<file path="src/verilog/wbm_pkg.sv">
//----------------------------------------------------------
// shared types and constants of the wishbone stream master
// every word is 32 bits wide, FIFO depths must be powers of two
// command type code 3 is treated as a plain read
//----------------------------------------------------------
`default_nettype none

package wbm_pkg;

    typedef logic [31:0] word_t;  // data, address and command words share one width

    // decoded operation of the current record
    typedef enum logic [1:0] {
        CMD_READ  = 2'd0,
        CMD_WRITE = 2'd1,
        CMD_RMW   = 2'd2   // read, merge under mask, write back
    } cmd_kind_e;

    //------------------------------------------------------
    // command word fields
    //------------------------------------------------------
    localparam int CMD_TYPE_LSB = 0;
    localparam int CMD_TYPE_MSB = 1;
    localparam int CMD_ID_LSB   = 15;  // the id only travels back inside the echo word
    localparam int CMD_ID_MSB   = 22;

    //------------------------------------------------------
    // record and buffer sizes
    //------------------------------------------------------
    // in: command, address, mask, data
    // out: echo, data, address, result
    localparam int RECORD_WORDS = 4;
    localparam int FIFO_DEPTH   = 16;

    // a cycle is abandoned once stb has been high this long without ack
    localparam int TIMEOUT_CYCLES = 100;
    localparam int TIMER_W        = $clog2(TIMEOUT_CYCLES);  // holds 0 .. TIMEOUT_CYCLES-1

    //------------------------------------------------------
    // result record
    //------------------------------------------------------
    localparam word_t WRITE_FILLER     = 32'hdeadbeef;  // data word sent back for writes
    localparam int RESULT_TIMEOUT_BIT  = 0;             // all other result bits stay zero

endpackage

`default_nettype wire

</file>
<file path="src/verilog/wbm_ifs.sv">
//----------------------------------------------------------
// internal bundles between the register block, the sequencer
// and the bus cycle engine, at most one bus request is in flight
//----------------------------------------------------------
`default_nettype none

// decoded command record, held until the sequencer releases it
interface cmd_if import wbm_pkg::*; ();
    logic      cmd_valid;    // high from the fourth word until the cycle after release
    word_t     cmd_word;     // raw command word, echoed unchanged
    cmd_kind_e kind;
    word_t     address;
    word_t     mask;
    word_t     data;
    logic      cmd_release;  // one-cycle pulse once the result word is out

    modport regs (output cmd_valid, cmd_word, kind, address, mask, data, input cmd_release);
    modport seq (input cmd_valid, cmd_word, kind, address, mask, data, output cmd_release);
endinterface

// one bus transaction request and its completion
interface wb_req_if import wbm_pkg::*; ();
    logic  req;        // one-cycle pulse, fields below sampled with it
    logic  we;
    word_t adr;
    word_t wdat;
    logic  done;       // one-cycle pulse at the end of the cycle
    word_t rdat;       // read data, zero after a timeout
    logic  timed_out;  // valid together with done

    modport seq (output req, we, adr, wdat, input done, rdat, timed_out);
    modport bus (input req, we, adr, wdat, output done, rdat, timed_out);
endinterface

`default_nettype wire

</file>
<file path="src/verilog/word_fifo.sv">
//----------------------------------------------------------
// synchronous valid/ready FIFO of 32-bit words
// DEPTH must be a power of two, pop data is read from the array
// combinationally, a pushed word shows on the pop side next cycle
//----------------------------------------------------------
`default_nettype none

module word_fifo import wbm_pkg::*; #(
    parameter int DEPTH = FIFO_DEPTH
) (
    input  logic  wb_clk,
    input  logic  wb_rst,
    input  logic  push_valid_i,
    input  word_t push_data_i,
    output logic  push_ready_o,
    output logic  pop_valid_o,
    output word_t pop_data_o,
    input  logic  pop_ready_i
);

    localparam int AW = $clog2(DEPTH);

    word_t          mem [DEPTH];
    logic [AW-1:0]  wr_ptr;  // wraps naturally since DEPTH is a power of two
    logic [AW-1:0]  rd_ptr;
    logic [AW:0]    count;   // one extra bit so that a full FIFO is distinct from empty
    logic           push_fire;
    logic           pop_fire;

    // full and empty are only ever decided here
    assign push_ready_o = (count != (AW + 1)'(DEPTH));
    assign pop_valid_o  = (count != '0);
    assign pop_data_o   = mem[rd_ptr];

    assign push_fire = push_valid_i && push_ready_o;
    assign pop_fire  = pop_valid_o && pop_ready_i;

    // storage array
    always_ff @(posedge wb_clk) begin
        if (push_fire) begin
            mem[wr_ptr] <= push_data_i;
        end
    end

    //------------------------------------------------------
    // pointers and fill level
    //------------------------------------------------------
    always_ff @(posedge wb_clk) begin
        if (wb_rst) begin
            wr_ptr <= '0;
            rd_ptr <= '0;
            count  <= '0;
        end else begin
            if (push_fire) wr_ptr <= wr_ptr + 1'b1;
            if (pop_fire) rd_ptr <= rd_ptr + 1'b1;
            // simultaneous push and pop leave the level unchanged
            if (push_fire && !pop_fire) begin
                count <= count + 1'b1;
            end else if (pop_fire && !push_fire) begin
                count <= count - 1'b1;
            end
        end
    end

endmodule

`default_nettype wire

</file>
<file path="src/verilog/cmd_regs.sv">
//----------------------------------------------------------
// command register block, gathers command, address, mask and
// data from the input FIFO and holds them until released
// no new word is taken while a record is pending
//----------------------------------------------------------
`default_nettype none

module cmd_regs import wbm_pkg::*; (
    input  logic  wb_clk,
    input  logic  wb_rst,
    input  logic  in_valid_i,
    input  word_t in_data_i,
    output logic  in_ready_o,
    cmd_if.regs   cmd
);

    logic [1:0] word_idx;  // position of the next word inside the record
    logic       take;

    // type code 3 has no operation of its own and runs as a read
    function automatic cmd_kind_e decode_kind(input logic [1:0] code);
        cmd_kind_e k;
        unique case (code)
            2'd1:    k = CMD_WRITE;
            2'd2:    k = CMD_RMW;
            default: k = CMD_READ;
        endcase
        return k;
    endfunction

    assign in_ready_o = !cmd.cmd_valid;  // hold off the FIFO while a record is pending
    assign take       = in_valid_i && in_ready_o;

    // control state, index and record flag
    always_ff @(posedge wb_clk) begin
        if (wb_rst) begin
            word_idx      <= '0;
            cmd.cmd_valid <= 1'b0;
        end else begin
            if (take) begin
                word_idx <= word_idx + 1'b1;  // wraps back to the command slot
                if (word_idx == 2'(RECORD_WORDS - 1)) cmd.cmd_valid <= 1'b1;
            end
            if (cmd.cmd_release) cmd.cmd_valid <= 1'b0;
        end
    end

    //------------------------------------------------------
    // payload registers, steered by the word index
    //------------------------------------------------------
    always_ff @(posedge wb_clk) begin
        if (take) begin
            unique case (word_idx)
                2'd0: cmd.cmd_word <= in_data_i;
                2'd1: cmd.address  <= in_data_i;
                2'd2: cmd.mask     <= in_data_i;
                default: begin
                    cmd.data <= in_data_i;
                    // command word already sits in its register by now
                    cmd.kind <= decode_kind(cmd.cmd_word[CMD_TYPE_MSB:CMD_TYPE_LSB]);
                end
            endcase
        end
    end

endmodule

`default_nettype wire

</file>
<file path="src/verilog/wb_cycle.sv">
//----------------------------------------------------------
// one Wishbone classic cycle per request, cyc and stb rise the
// edge after req and fall on ack or after TIMEOUT_CYCLES cycles
// a new req is only accepted while the bus is idle
//----------------------------------------------------------
`default_nettype none

module wb_cycle import wbm_pkg::*; (
    input  logic  wb_clk,
    input  logic  wb_rst,
    wb_req_if.bus req,
    output logic  wb_cyc_o,
    output logic  wb_stb_o,
    output logic  wb_we_o,
    output word_t wb_adr_o,
    output word_t wb_dat_o,
    input  word_t wb_dat_i,
    input  logic  wb_ack_i
);

    logic               active;  // a cycle is on the bus
    logic [TIMER_W-1:0] timer;   // cycles spent with stb high so far

    assign wb_cyc_o = active;  // single transfers, so cyc and stb move together
    assign wb_stb_o = active;

    always_ff @(posedge wb_clk) begin
        if (wb_rst) begin
            active        <= 1'b0;
            req.done      <= 1'b0;
            req.timed_out <= 1'b0;
        end else begin
            req.done <= 1'b0;  // done is a single pulse
            if (!active && req.req) begin
                active <= 1'b1;
            end else if (active && wb_ack_i) begin
                active        <= 1'b0;
                req.done      <= 1'b1;
                req.timed_out <= 1'b0;
            end else if (active && timer == TIMER_W'(TIMEOUT_CYCLES - 1)) begin
                // the slave never answered, give the bus up
                active        <= 1'b0;
                req.done      <= 1'b1;
                req.timed_out <= 1'b1;
            end
        end
    end

    //------------------------------------------------------
    // bus fields, timer and read capture
    //------------------------------------------------------
    always_ff @(posedge wb_clk) begin
        if (!active && req.req) begin
            wb_we_o  <= req.we;
            wb_adr_o <= req.adr;
            wb_dat_o <= req.wdat;
            timer    <= '0;
        end else if (active) begin
            timer <= timer + 1'b1;
            if (wb_ack_i) req.rdat <= wb_dat_i;
            else if (timer == TIMER_W'(TIMEOUT_CYCLES - 1)) req.rdat <= '0;  // no data arrived
        end
    end

endmodule

`default_nettype wire

</file>
<file path="src/verilog/txn_sequencer.sv">
//----------------------------------------------------------
// transaction sequencer, runs the bus cycles of one record and
// pushes the four result words, a timed out read skips the
// merge write of a read-modify-write
//----------------------------------------------------------
`default_nettype none

module txn_sequencer import wbm_pkg::*; (
    input  logic   wb_clk,
    input  logic   wb_rst,
    cmd_if.seq     cmd,
    wb_req_if.seq  bus,
    output logic   out_valid_o,
    output word_t  out_data_o,
    input  logic   out_ready_i
);

    typedef enum logic [3:0] {
        WAIT_CMD,
        ISSUE_FIRST,   // read, or the write of a plain write
        WAIT_FIRST,
        ISSUE_MERGE,   // write back of a read-modify-write
        WAIT_MERGE,
        PUSH_ECHO,
        PUSH_DATA,
        PUSH_ADDR,
        PUSH_RESULT
    } state_e;

    state_e state;
    logic   timeout_flag;  // any bus cycle of this record timed out
    word_t  rd_data;       // read data of the first cycle
    word_t  merged;
    word_t  result;

    // new data = (old data AND NOT mask) OR (data AND mask)
    assign merged = (rd_data & ~cmd.mask) | (cmd.data & cmd.mask);

    //------------------------------------------------------
    // request side, sampled by the bus engine with req
    //------------------------------------------------------
    assign bus.req  = (state == ISSUE_FIRST) || (state == ISSUE_MERGE);
    assign bus.we   = (state == ISSUE_MERGE) || (cmd.kind == CMD_WRITE);
    assign bus.adr  = cmd.address;
    assign bus.wdat = (state == ISSUE_MERGE) ? merged : cmd.data;

    // the registers are freed together with the last output word
    assign cmd.cmd_release = (state == PUSH_RESULT) && out_ready_i;

    //------------------------------------------------------
    // output words, steady for as long as the FIFO stalls
    //------------------------------------------------------
    always_comb begin
        result                     = '0;
        result[RESULT_TIMEOUT_BIT] = timeout_flag;
        out_valid_o = 1'b1;
        unique case (state)
            PUSH_ECHO: out_data_o = cmd.cmd_word;  // id field included
            PUSH_DATA: out_data_o = (cmd.kind == CMD_WRITE) ? WRITE_FILLER : rd_data;
            PUSH_ADDR: out_data_o = cmd.address;
            PUSH_RESULT: out_data_o = result;
            default: begin
                out_valid_o = 1'b0;
                out_data_o  = '0;
            end
        endcase
    end

    //------------------------------------------------------
    // state machine
    //------------------------------------------------------
    always_ff @(posedge wb_clk) begin
        if (wb_rst) begin
            state        <= WAIT_CMD;
            timeout_flag <= 1'b0;
        end else begin
            unique case (state)
                WAIT_CMD: begin
                    timeout_flag <= 1'b0;  // every record starts clean
                    if (cmd.cmd_valid) state <= ISSUE_FIRST;
                end
                ISSUE_FIRST: state <= WAIT_FIRST;  // req lasts exactly this cycle
                WAIT_FIRST: begin
                    if (bus.done) begin
                        if (bus.timed_out) timeout_flag <= 1'b1;
                        if (cmd.kind == CMD_RMW && !bus.timed_out) state <= ISSUE_MERGE;
                        else state <= PUSH_ECHO;
                    end
                end
                ISSUE_MERGE: state <= WAIT_MERGE;
                WAIT_MERGE: begin
                    if (bus.done) begin
                        if (bus.timed_out) timeout_flag <= 1'b1;
                        state <= PUSH_ECHO;
                    end
                end
                PUSH_ECHO: if (out_ready_i) state <= PUSH_DATA;
                PUSH_DATA: if (out_ready_i) state <= PUSH_ADDR;
                PUSH_ADDR: if (out_ready_i) state <= PUSH_RESULT;
                PUSH_RESULT: if (out_ready_i) state <= WAIT_CMD;
                default: state <= WAIT_CMD;
            endcase
        end
    end

    // first cycle read data, the merge write leaves it alone so the old value goes out
    always_ff @(posedge wb_clk) begin
        if (state == WAIT_FIRST && bus.done) rd_data <= bus.rdat;
    end

endmodule

`default_nettype wire

</file>
<file path="src/verilog/wb_master_top.sv">
//----------------------------------------------------------
// Wishbone classic master fed by a word stream, records of four
// words in and four words out, all on wb_clk
// the delay from a record to its result depends on the slave
//----------------------------------------------------------
`default_nettype none

module wb_master_top import wbm_pkg::*; (
    input  logic  wb_clk,
    input  logic  wb_rst,
    // command stream from the host
    input  logic  in_valid_i,
    input  word_t in_data_i,
    output logic  in_ready_o,
    // result stream to the host
    output logic  out_valid_o,
    output word_t out_data_o,
    input  logic  out_ready_i,
    // Wishbone master
    output logic  wb_cyc_o,
    output logic  wb_stb_o,
    output logic  wb_we_o,
    output word_t wb_adr_o,
    output word_t wb_dat_o,
    input  word_t wb_dat_i,
    input  logic  wb_ack_i
);

    logic  in_pop_valid;   // input FIFO towards the register block
    word_t in_pop_data;
    logic  in_pop_ready;
    logic  res_valid;      // sequencer towards the output FIFO
    word_t res_data;
    logic  res_ready;

    cmd_if    cmd_bus ();
    wb_req_if req_bus ();

    //------------------------------------------------------
    // stream buffering
    //------------------------------------------------------
    word_fifo u_in_fifo (
        .wb_clk(wb_clk), .wb_rst(wb_rst),
        .push_valid_i(in_valid_i), .push_data_i(in_data_i), .push_ready_o(in_ready_o),
        .pop_valid_o(in_pop_valid), .pop_data_o(in_pop_data), .pop_ready_i(in_pop_ready)
    );

    word_fifo u_out_fifo (
        .wb_clk(wb_clk), .wb_rst(wb_rst),
        .push_valid_i(res_valid), .push_data_i(res_data), .push_ready_o(res_ready),
        .pop_valid_o(out_valid_o), .pop_data_o(out_data_o), .pop_ready_i(out_ready_i)
    );

    //------------------------------------------------------
    // record handling and bus access
    //------------------------------------------------------
    cmd_regs u_cmd_regs (
        .wb_clk(wb_clk), .wb_rst(wb_rst),
        .in_valid_i(in_pop_valid), .in_data_i(in_pop_data), .in_ready_o(in_pop_ready),
        .cmd(cmd_bus.regs)
    );

    txn_sequencer u_txn_sequencer (
        .wb_clk(wb_clk), .wb_rst(wb_rst),
        .cmd(cmd_bus.seq), .bus(req_bus.seq),
        .out_valid_o(res_valid), .out_data_o(res_data), .out_ready_i(res_ready)
    );

    wb_cycle u_wb_cycle (
        .wb_clk(wb_clk), .wb_rst(wb_rst), .req(req_bus.bus),
        .wb_cyc_o(wb_cyc_o), .wb_stb_o(wb_stb_o), .wb_we_o(wb_we_o),
        .wb_adr_o(wb_adr_o), .wb_dat_o(wb_dat_o),
        .wb_dat_i(wb_dat_i), .wb_ack_i(wb_ack_i)
    );

endmodule

`default_nettype wire

</file>
<file path="config.mk">
export PLATFORM = sky130hd
export DESIGN_NAME = wb_master_top
export DESIGN_NICKNAME = d
export VERILOG_FILES = /design/src/verilog/wbm_pkg.sv /design/src/verilog/wbm_ifs.sv /design/src/verilog/word_fifo.sv /design/src/verilog/cmd_regs.sv /design/src/verilog/wb_cycle.sv /design/src/verilog/txn_sequencer.sv /design/src/verilog/wb_master_top.sv
export SDC_FILE = /design/constraint.sdc
export NUM_CORES = 1
export LEC_CHECK = 0
export ABC_AREA = 1
export BUFFER_PORTS_ARGS = -buffer_cell sky130_fd_sc_hd__buf_2
export CELL_PAD_IN_SITES_DETAIL_PLACEMENT = 0
export CELL_PAD_IN_SITES_GLOBAL_PLACEMENT = 1
export CORE_UTILIZATION = 30
export CTS_BUF_LIST = sky130_fd_sc_hd__clkbuf_8
export DETAILED_ROUTE_END_ITERATION = 12
export GPL_ROUTABILITY_DRIVEN = 0
export PLACE_DENSITY_LB_ADDON = 0.1
export SYNTH_ARGS = -nofsm -noshare
export SYNTH_HDL_FRONTEND = slang
export SYNTH_HIERARCHICAL = 1
export SYNTH_SLANG_ARGS = --single-unit
</file>
<file path="constraint.sdc">
create_clock -name wb_clk -period 3.4 [get_ports wb_clk]
set_input_delay 0.68 -clock wb_clk [delete_from_list [all_inputs] [get_ports wb_clk]]
set_output_delay 0.68 -clock wb_clk [all_outputs]
set_load 0.1 [all_outputs]
</file>
* Yosys cells after proc, flatten, opt, wreduce, memory -nomap -nowiden
Memory sizes are Yosys's and may differ from the RTL's. A register that Yosys moved wholly into a read port is not among the register bits. Cells that the tools add are included.
Operators by class: $add $sub $neg 10, multipliers 0, div/mod/pow operators 0, order comparisons 0, equal/unequal tests 27, shifts and indexed selects 0, mux-type cells 38, bitwise gates (word level) 6, reductions and logical operators 47
Operators by type and width (count):
- 2-to-1 mux 32 bit | 4
- case mux 32 bit (4 select lines) | 1
- AND 32 bit | 2
- 2-to-1 mux 4 bit | 11
- case mux 4 bit (9 select lines) | 1
- inverter 32 bit | 1
- OR 32 bit | 1
- 2-to-1 mux 5 bit | 4
- adder 4 x 1 -> 4 bit, second input constant | 4
- equality test 4 x 3 -> 1 bit, second input constant | 4
- logical AND 1 bit | 14
- 2-to-1 mux 1 bit | 14
- AND reduction 2 bit | 6
- adder 5 x 1 -> 5 bit, second input constant | 2
- inequality test 2 bit, second input constant | 5
- inequality test 5 bit, second input constant | 2
- nonzero test 2 bit | 5
- nonzero test 5 bit | 2
- subtractor 5 x 1 -> 5 bit, second input constant | 2
- equality test 2 bit, second input constant | 4
- equality test 4 x 2 -> 1 bit, second input constant | 2
- inequality test 2 x 1 -> 1 bit, second input constant | 4
- adder 7 x 1 -> 7 bit, second input constant | 1
- equality test 7 bit, second input constant | 1
- 18 further kinds | 31
Storage, ports and cells: flip-flop bits (word level) 303, latch bits 0, memory bits (writable) 1024, memory bits (read-only) 0, input bits 69, output and inout bits 101, memories kept 2
Memory list:
- u_in_fifo.mem | words 16, bits a word 32, rd ports 1, clocked after memory_dff 1, write ports 1, RTL line word_fifo.sv:23 | word_t mem [DEPTH];
- u_out_fifo.mem | words 16, bits a word 32, rd ports 1, clocked after memory_dff 1, write ports 1, RTL line word_fifo.sv:23

* Longest topological paths before layout
word-level depth 8, depth in mapped cells 15, gate-level depth less buffers 15

* Cells and area by module
Netlist, hierarchy kept.
By module, submodules not included:
- word_fifo (u_in_fifo) | instances 1, cells an instance 2200, area each 22935.7 um^2, seq. area each 15715.1 um^2
- word_fifo (u_out_fifo) | instances 1, cells an instance 2200, area each 22927.0 um^2, seq. area each 15715.1 um^2
- cmd_regs | instances 1, cells an instance 168, area each 4139.0 um^2, seq. area each 3963.8 um^2
- wb_cycle | instances 1, cells an instance 232, area each 3673.5 um^2, seq. area each 3113.0 um^2
- txn_sequencer | instances 1, cells an instance 335, area each 2837.7 um^2, seq. area each 1061.0 um^2

* Worst setup path after synthesis
OpenSTA, ideal clock, no wires.
path type register -> register, start reg u_in_fifo.count[0], end mem u_in_fifo/mem[0][0] (netlist bit), enable pin, library setup time 0.421 ns, data arrival time 3.164 ns, data required time 2.979 ns, setup slack -0.185 ns, stages on the path, launching flop included 7, cells stage by stage dfxtp_1 nor2_1 nand3_1 nand2_1 inv_1 nand2_1 nor2_1
On the way: cells in the longest elaborated chain, start to end 4
Ends and longest elaborated chain:
- from (decl) | RTL line word_fifo.sv:26 | logic [AW:0] count;
- from (signal assigned) | RTL line word_fifo.sv:58 | count <= count + 1'b1;
- from (signal assigned) | RTL line word_fifo.sv:60 | count <= count - 1'b1;
- inequality test 5 bit | RTL line word_fifo.sv:31 | assign push_ready_o = (count != (AW + 1)'(DEPTH));
- named net in_ready_o | RTL line wb_master_top.sv:14 | output logic in_ready_o,
- logical AND 1 bit | RTL line word_fifo.sv:35 | assign push_fire = push_valid_i && push_ready_o;
- named net u_in_fifo.push_fire | RTL line word_fifo.sv:27 | logic push_fire;
- 2-to-1 mux 1 bit | RTL line word_fifo.sv:40 | if (push_fire) begin
- 2-to-1 mux 1 bit (not written as such) | RTL line word_fifo.sv:41 | mem[wr_ptr] <= push_data_i;
- to (decl) | RTL line word_fifo.sv:23
The timed path passes the listed nets, and every way through them passes these cells.

==> summary by stage <==
Clocking
The clock tree from TritonCTS is done. The number of levels in the clock H-tree is 4. The clock-pin transition on the worst setup and hold timing paths is ~0.06 ns. The clock reaches the later pin of the worst-skew pair after about 0.94 ns. Counting every sink on the clock net gives 1335. Counting the buffers created by CTS gives roughly 240.

The CTS root buffer is clkbuf_8. The longest clock path from root to sink contains 3 buffers.

Logic synthesis
The dominant combinational cell family by area after synthesis is simple AND/OR/NAND/NOR gates. The compound-cell area share of the yosys netlist is less than 1%. The number of enable flip-flop cells after synthesis is between 1000 and 1500. The post-synthesis adder-cell area fraction is less than 1%. Counting distinct cell types in the post-synthesis netlist gives 40. In this run the biggest area consumer among cell types represents ~70% of the synthesized area. Synthesis produced 5135 cells. The synthesized-area fraction occupied by xor and xnor cells is 0.0930%. The flip-flop and latch count after synthesis is approximately 1300. The synthesis warning total is 6. The most used flip-flop cell after synthesis is edfxtp_1.

Of the synthesized area, sequential elements account for roughly 70%. The share of synthesized area spent on multiplexers is less than 1%. edfxtp_1 takes more of the synthesized area than any other cell.

The fraction of the mapped netlist area in simple logic gates is approximately a fifth. In this run the mean area of a mapped cell was around 11 µm². The fraction of registers with async set or reset after synthesis is 0%. The synthesized cell area is roughly 57000 µm². The synthesized netlist net count is ~5200. Yosys attributes the largest share of cell area to edfxtp_1 (68%), nand2_1 (10%), nand3_1 (7.2%).

Timing
Counting I/O delays and the setup requirement, the final critical path takes about 3.3 ns. The final worst-path cycle share is about 96%. The count of final hold-check violations came to 0.

The fmax is just over 300 MHz. The final max-slew violation count was 0. The maximum clock skew at final layout is approximately 0.037 ns. Setup repair after global routing could not meet its margin everywhere. The final-report setup violation count is 0. The transition time of the tightest slew-check pin is a little under 0.9 ns. The remaining max-slew budget at the tightest pin is 40.7%.

Global route
The largest net degree at the start of global routing is around 130. Global routing consumed, on the met1 layer, roughly a quarter of the routing resources. Global routing consumed, over all layers together, between 10% and 20% of the routing resources. For this run, global-route usage on met3 was measured as 3.09%. The met2 global-route usage is 30.6%. The total overflow left after global routing is 0. The number of global-route vias before repair is 36141. The number of antenna violations at the first check in global routing is 27. The layer flagged by global routing as most heavily used is met2. The first-pass GRT wire length is about 260000 µm.

Power
The reported leakage power is approximately 0.028 µW. IR analysis of the VDD net gives a maximum drop of ~0.00056 V. The design draws slightly above 50000 µW. The total power density per cell area is 776 nW/µm².

Critical path
Counting cells, the worst reg-to-reg path comes to 9. STA classifies the critical path endpoint as an output pin. At the worst endpoint, the required time is 2.72 ns.

The classification of the worst setup path is flop to output pin. In this run the register-to-register setup slack is roughly 0.63 ns. The worst setup path is launched from a flop. The cell at the slowest stage of the critical path is dfxtp_4. In this run the worst setup path terminates at out_data_o[10].

The critical path goes through buf_12, inv_16, buf_12, buf_16, nand2_1, nand3_1, nand3_1, nand3_1, nand2_2, buf_12. The critical register-to-register path endpoint is u_out_fifo/mem[12][26]. For this run, the slowest stage of the critical path takes approximately 0.40 ns. In this run the critical register-to-register path is launched from u_txn_sequencer/state[2]. Along the worst path, the maximum fanout reaches 18. STA puts the critical path data arrival time at between 2 and 3 ns.

Placed design
Detailed placement ended at an HPWL of 97700 µm. During placement, the flow inserted port buffers numbering 169.

Run status
The flow ran to the end, and the final reports show no timing, DRC or antenna violations.

Routing
The total via count in the routed design is 36185. Using the TritonRoute via totals, the vias-per-cell ratio works out to 4.44. After detailed routing, the average wire length per cell comes to 21.9 µm. The length of the first detailed-routing pass in iterations is 5. The wire length after detailed routing is approximately 180000 µm.

For this run, design rule violations remaining after detail routing come to 0. The iteration-0 DRC count of the detailed router is 2461. The remaining antenna violation count after routing is 0.

Hold path
The worst min-delay path class is input pin to flop. The launch instance of the worst min-delay path is wb_dat_i[31].

Die
The x dimension of the die is about 440 µm. The placeable core region is 186000 µm². The floorplan die height is 436 µm. The floorplan die area is between 150000 and 200000 µm². The I/O pin total is 170.

In this run the core area contains ~160 standard-cell rows. Once the floorplan was initialized, standard cells occupied 30.3% of the core.

Finish
In the final design database the tool counted about 5600 nets. In the final layout, the share of cells above drive strength 1 is between 10% and 20%. The relative area change from synthesis to final layout is 17.6%.

Once layout is complete, the utilization of the core stands at between 30 and 40%.

Run
Across the run, the number of max-cap violations was 0.
-- cells in the final DEF (no fill, tap or decap), drive strengths merged --
master / count
a21oi: 22
a22oi: 8
buf: 330
bufbuf: 3
bufinv: 2
clkbuf: 251
clkinv: 64
clkinvlp: 5
dfxtp: 52
diode: 6
dlygate4sd3: 32
edfxtp: 1283
fa: 2
ha: 23
inv: 983
mux2: 32
nand2: 1543
nand3: 820
nand3b: 1
nand4: 1
nor2: 153
nor3: 4
o211ai: 1
o21ai: 44
or2: 3
xor2: 6
-- per-layer routing --
| layer | routed length (µm) | vias up |
|---|---|---|
| li1 | - | 17467 |
| met1 | 79200 | 17666 |
| met2 | 85000 | 742 |
| met3 | 7450 | 302 |
| met4 | 6480 | 8 |
| met5 | 49 | - |
-- state kept, by name, summed over array words and instances (netlist names), 2 cells and up, named ones only --
name	count
u_cmd_regs/cmd.address	32
u_cmd_regs/cmd.cmd_word	32
u_cmd_regs/cmd.data	32
u_cmd_regs/cmd.kind	2
u_cmd_regs/cmd.mask	32
u_cmd_regs/word_idx	2
u_in_fifo/count	5
u_in_fifo/mem	512
u_in_fifo/rd_ptr	4
u_in_fifo/wr_ptr	4
u_out_fifo/count	5
u_out_fifo/mem	512
u_out_fifo/rd_ptr	4
u_out_fifo/wr_ptr	4
u_txn_sequencer/rd_data	32
u_txn_sequencer/state	4
u_wb_cycle/req.rdat	32
u_wb_cycle/timer	7
u_wb_cycle/wb_adr_o	32
u_wb_cycle/wb_dat_o	32
-- metrics by stage --
step	std cells	hold WS [ns]	area, µm²	TNS, ns	setup WS, ns
after global routing	8153	0.0328	66500	-0.170	-0.0445
after floorplan	5135	0.400	56500	-94.87	-0.185
after global placement	7668	0.401	61300	0	0.713
after detailed placement	7668	0.405	61300	0	0.695
after CTS	8147	0.00125	66400	0	0.00512
final	8154	0.104	66500	0	0.142
-- logic make-up (layout without fill, tap and decap cells) --
family / Yosys count / in the layout
adders and majority gates: 25 / 25
buffers and inverters: 1137 / 1670
xor gates and xnor gates: 6 / 6
muxes: 32 / 32
DFF: 1335 / 1335
other: 0 / 6
and+or+nand+nor: 2525 / 2525
AOI/OAI and AO/OA: 75 / 75
-- cell usage after synthesis, types with 2 or more instances --
cell type / n
a22oi_1: 8
xor2_1: 6
nand2_2: 6
ha_1: 23
dfxtp_1: 52
nor3_4: 2
inv_6: 2
nor2_2: 32
buf_12: 2
fa_1: 2
clkbuf_2: 2
nor2_4: 3
a21oi_2: 2
mux2_2: 4
o21ai_0: 39
nand2_1: 1536
buf_6: 60
a21oi_1: 20
nor2_1: 118
nor3_2: 2
nand3_1: 818
o21ai_1: 5
clkbuf_1: 29
buf_4: 53
edfxtp_1: 1283
mux2_1: 28
buf_2: 91
inv_2: 9
buf_1: 22
buf_8: 2
or2_2: 3
inv_1: 863
-- area by class of cell --
cell class,count,area (µm²)
Tap cell,2480,3100
Multi-Input combinational cell,2663,12200
Clock inverter,176,767
Inverter,876,3330
Fill cell,18670,120000
Sequential cell,1335,39600
Antenna cell,6,15.0
Timing Repair inverter,2,20.0
Clock buffer,249,3430
Timing Repair Buffer,367,4010
-- worst min path at each step --
stage,to,slack (ns),depth (start not counted)
floorplan,u_txn_sequencer/rd_data[0],0.40,0
global route,u_wb_cycle/req.rdat[31],0.03,3
detailed placement,u_txn_sequencer/rd_data[16],0.40,0
CTS,u_wb_cycle/req.rdat[31],0.001,3
finish,u_wb_cycle/req.rdat[31],0.10,3
global placement,u_txn_sequencer/rd_data[18],0.40,0
-- power breakdown --
group	total [µW]	leakage, µW	internal (µW)	switching (µW)
Combinational	17100	0.0131	4540	12500
Clock	13500	0.00253	6820	6710
Sequential	21000	0.0121	20300	690
Total	51600	0.0277	31700	19900
-- critical path, delay by kind of cell, from the launching register on --
| family | cells | cell delay (ns) |
|---|---|---|
| AND/OR/NAND/NOR | 5 | 0.53 |
| flip-flops | 1 | 0.40 |
| buffers and inverters | 5 | 0.68 |
-- what timing repair did --
action / in CTS / in global routing
setup endpoints to repair: 32 / 18
endpoints found under the hold margin: 32 / 0
hold buffers: 32 / 0
resized for setup: 49 / 11
gates cloned: 11 / 2
buffers inserted: 11 / 0
pin swaps: 1 / 1
No activity file was read; power rests on OpenSTA's default activity.
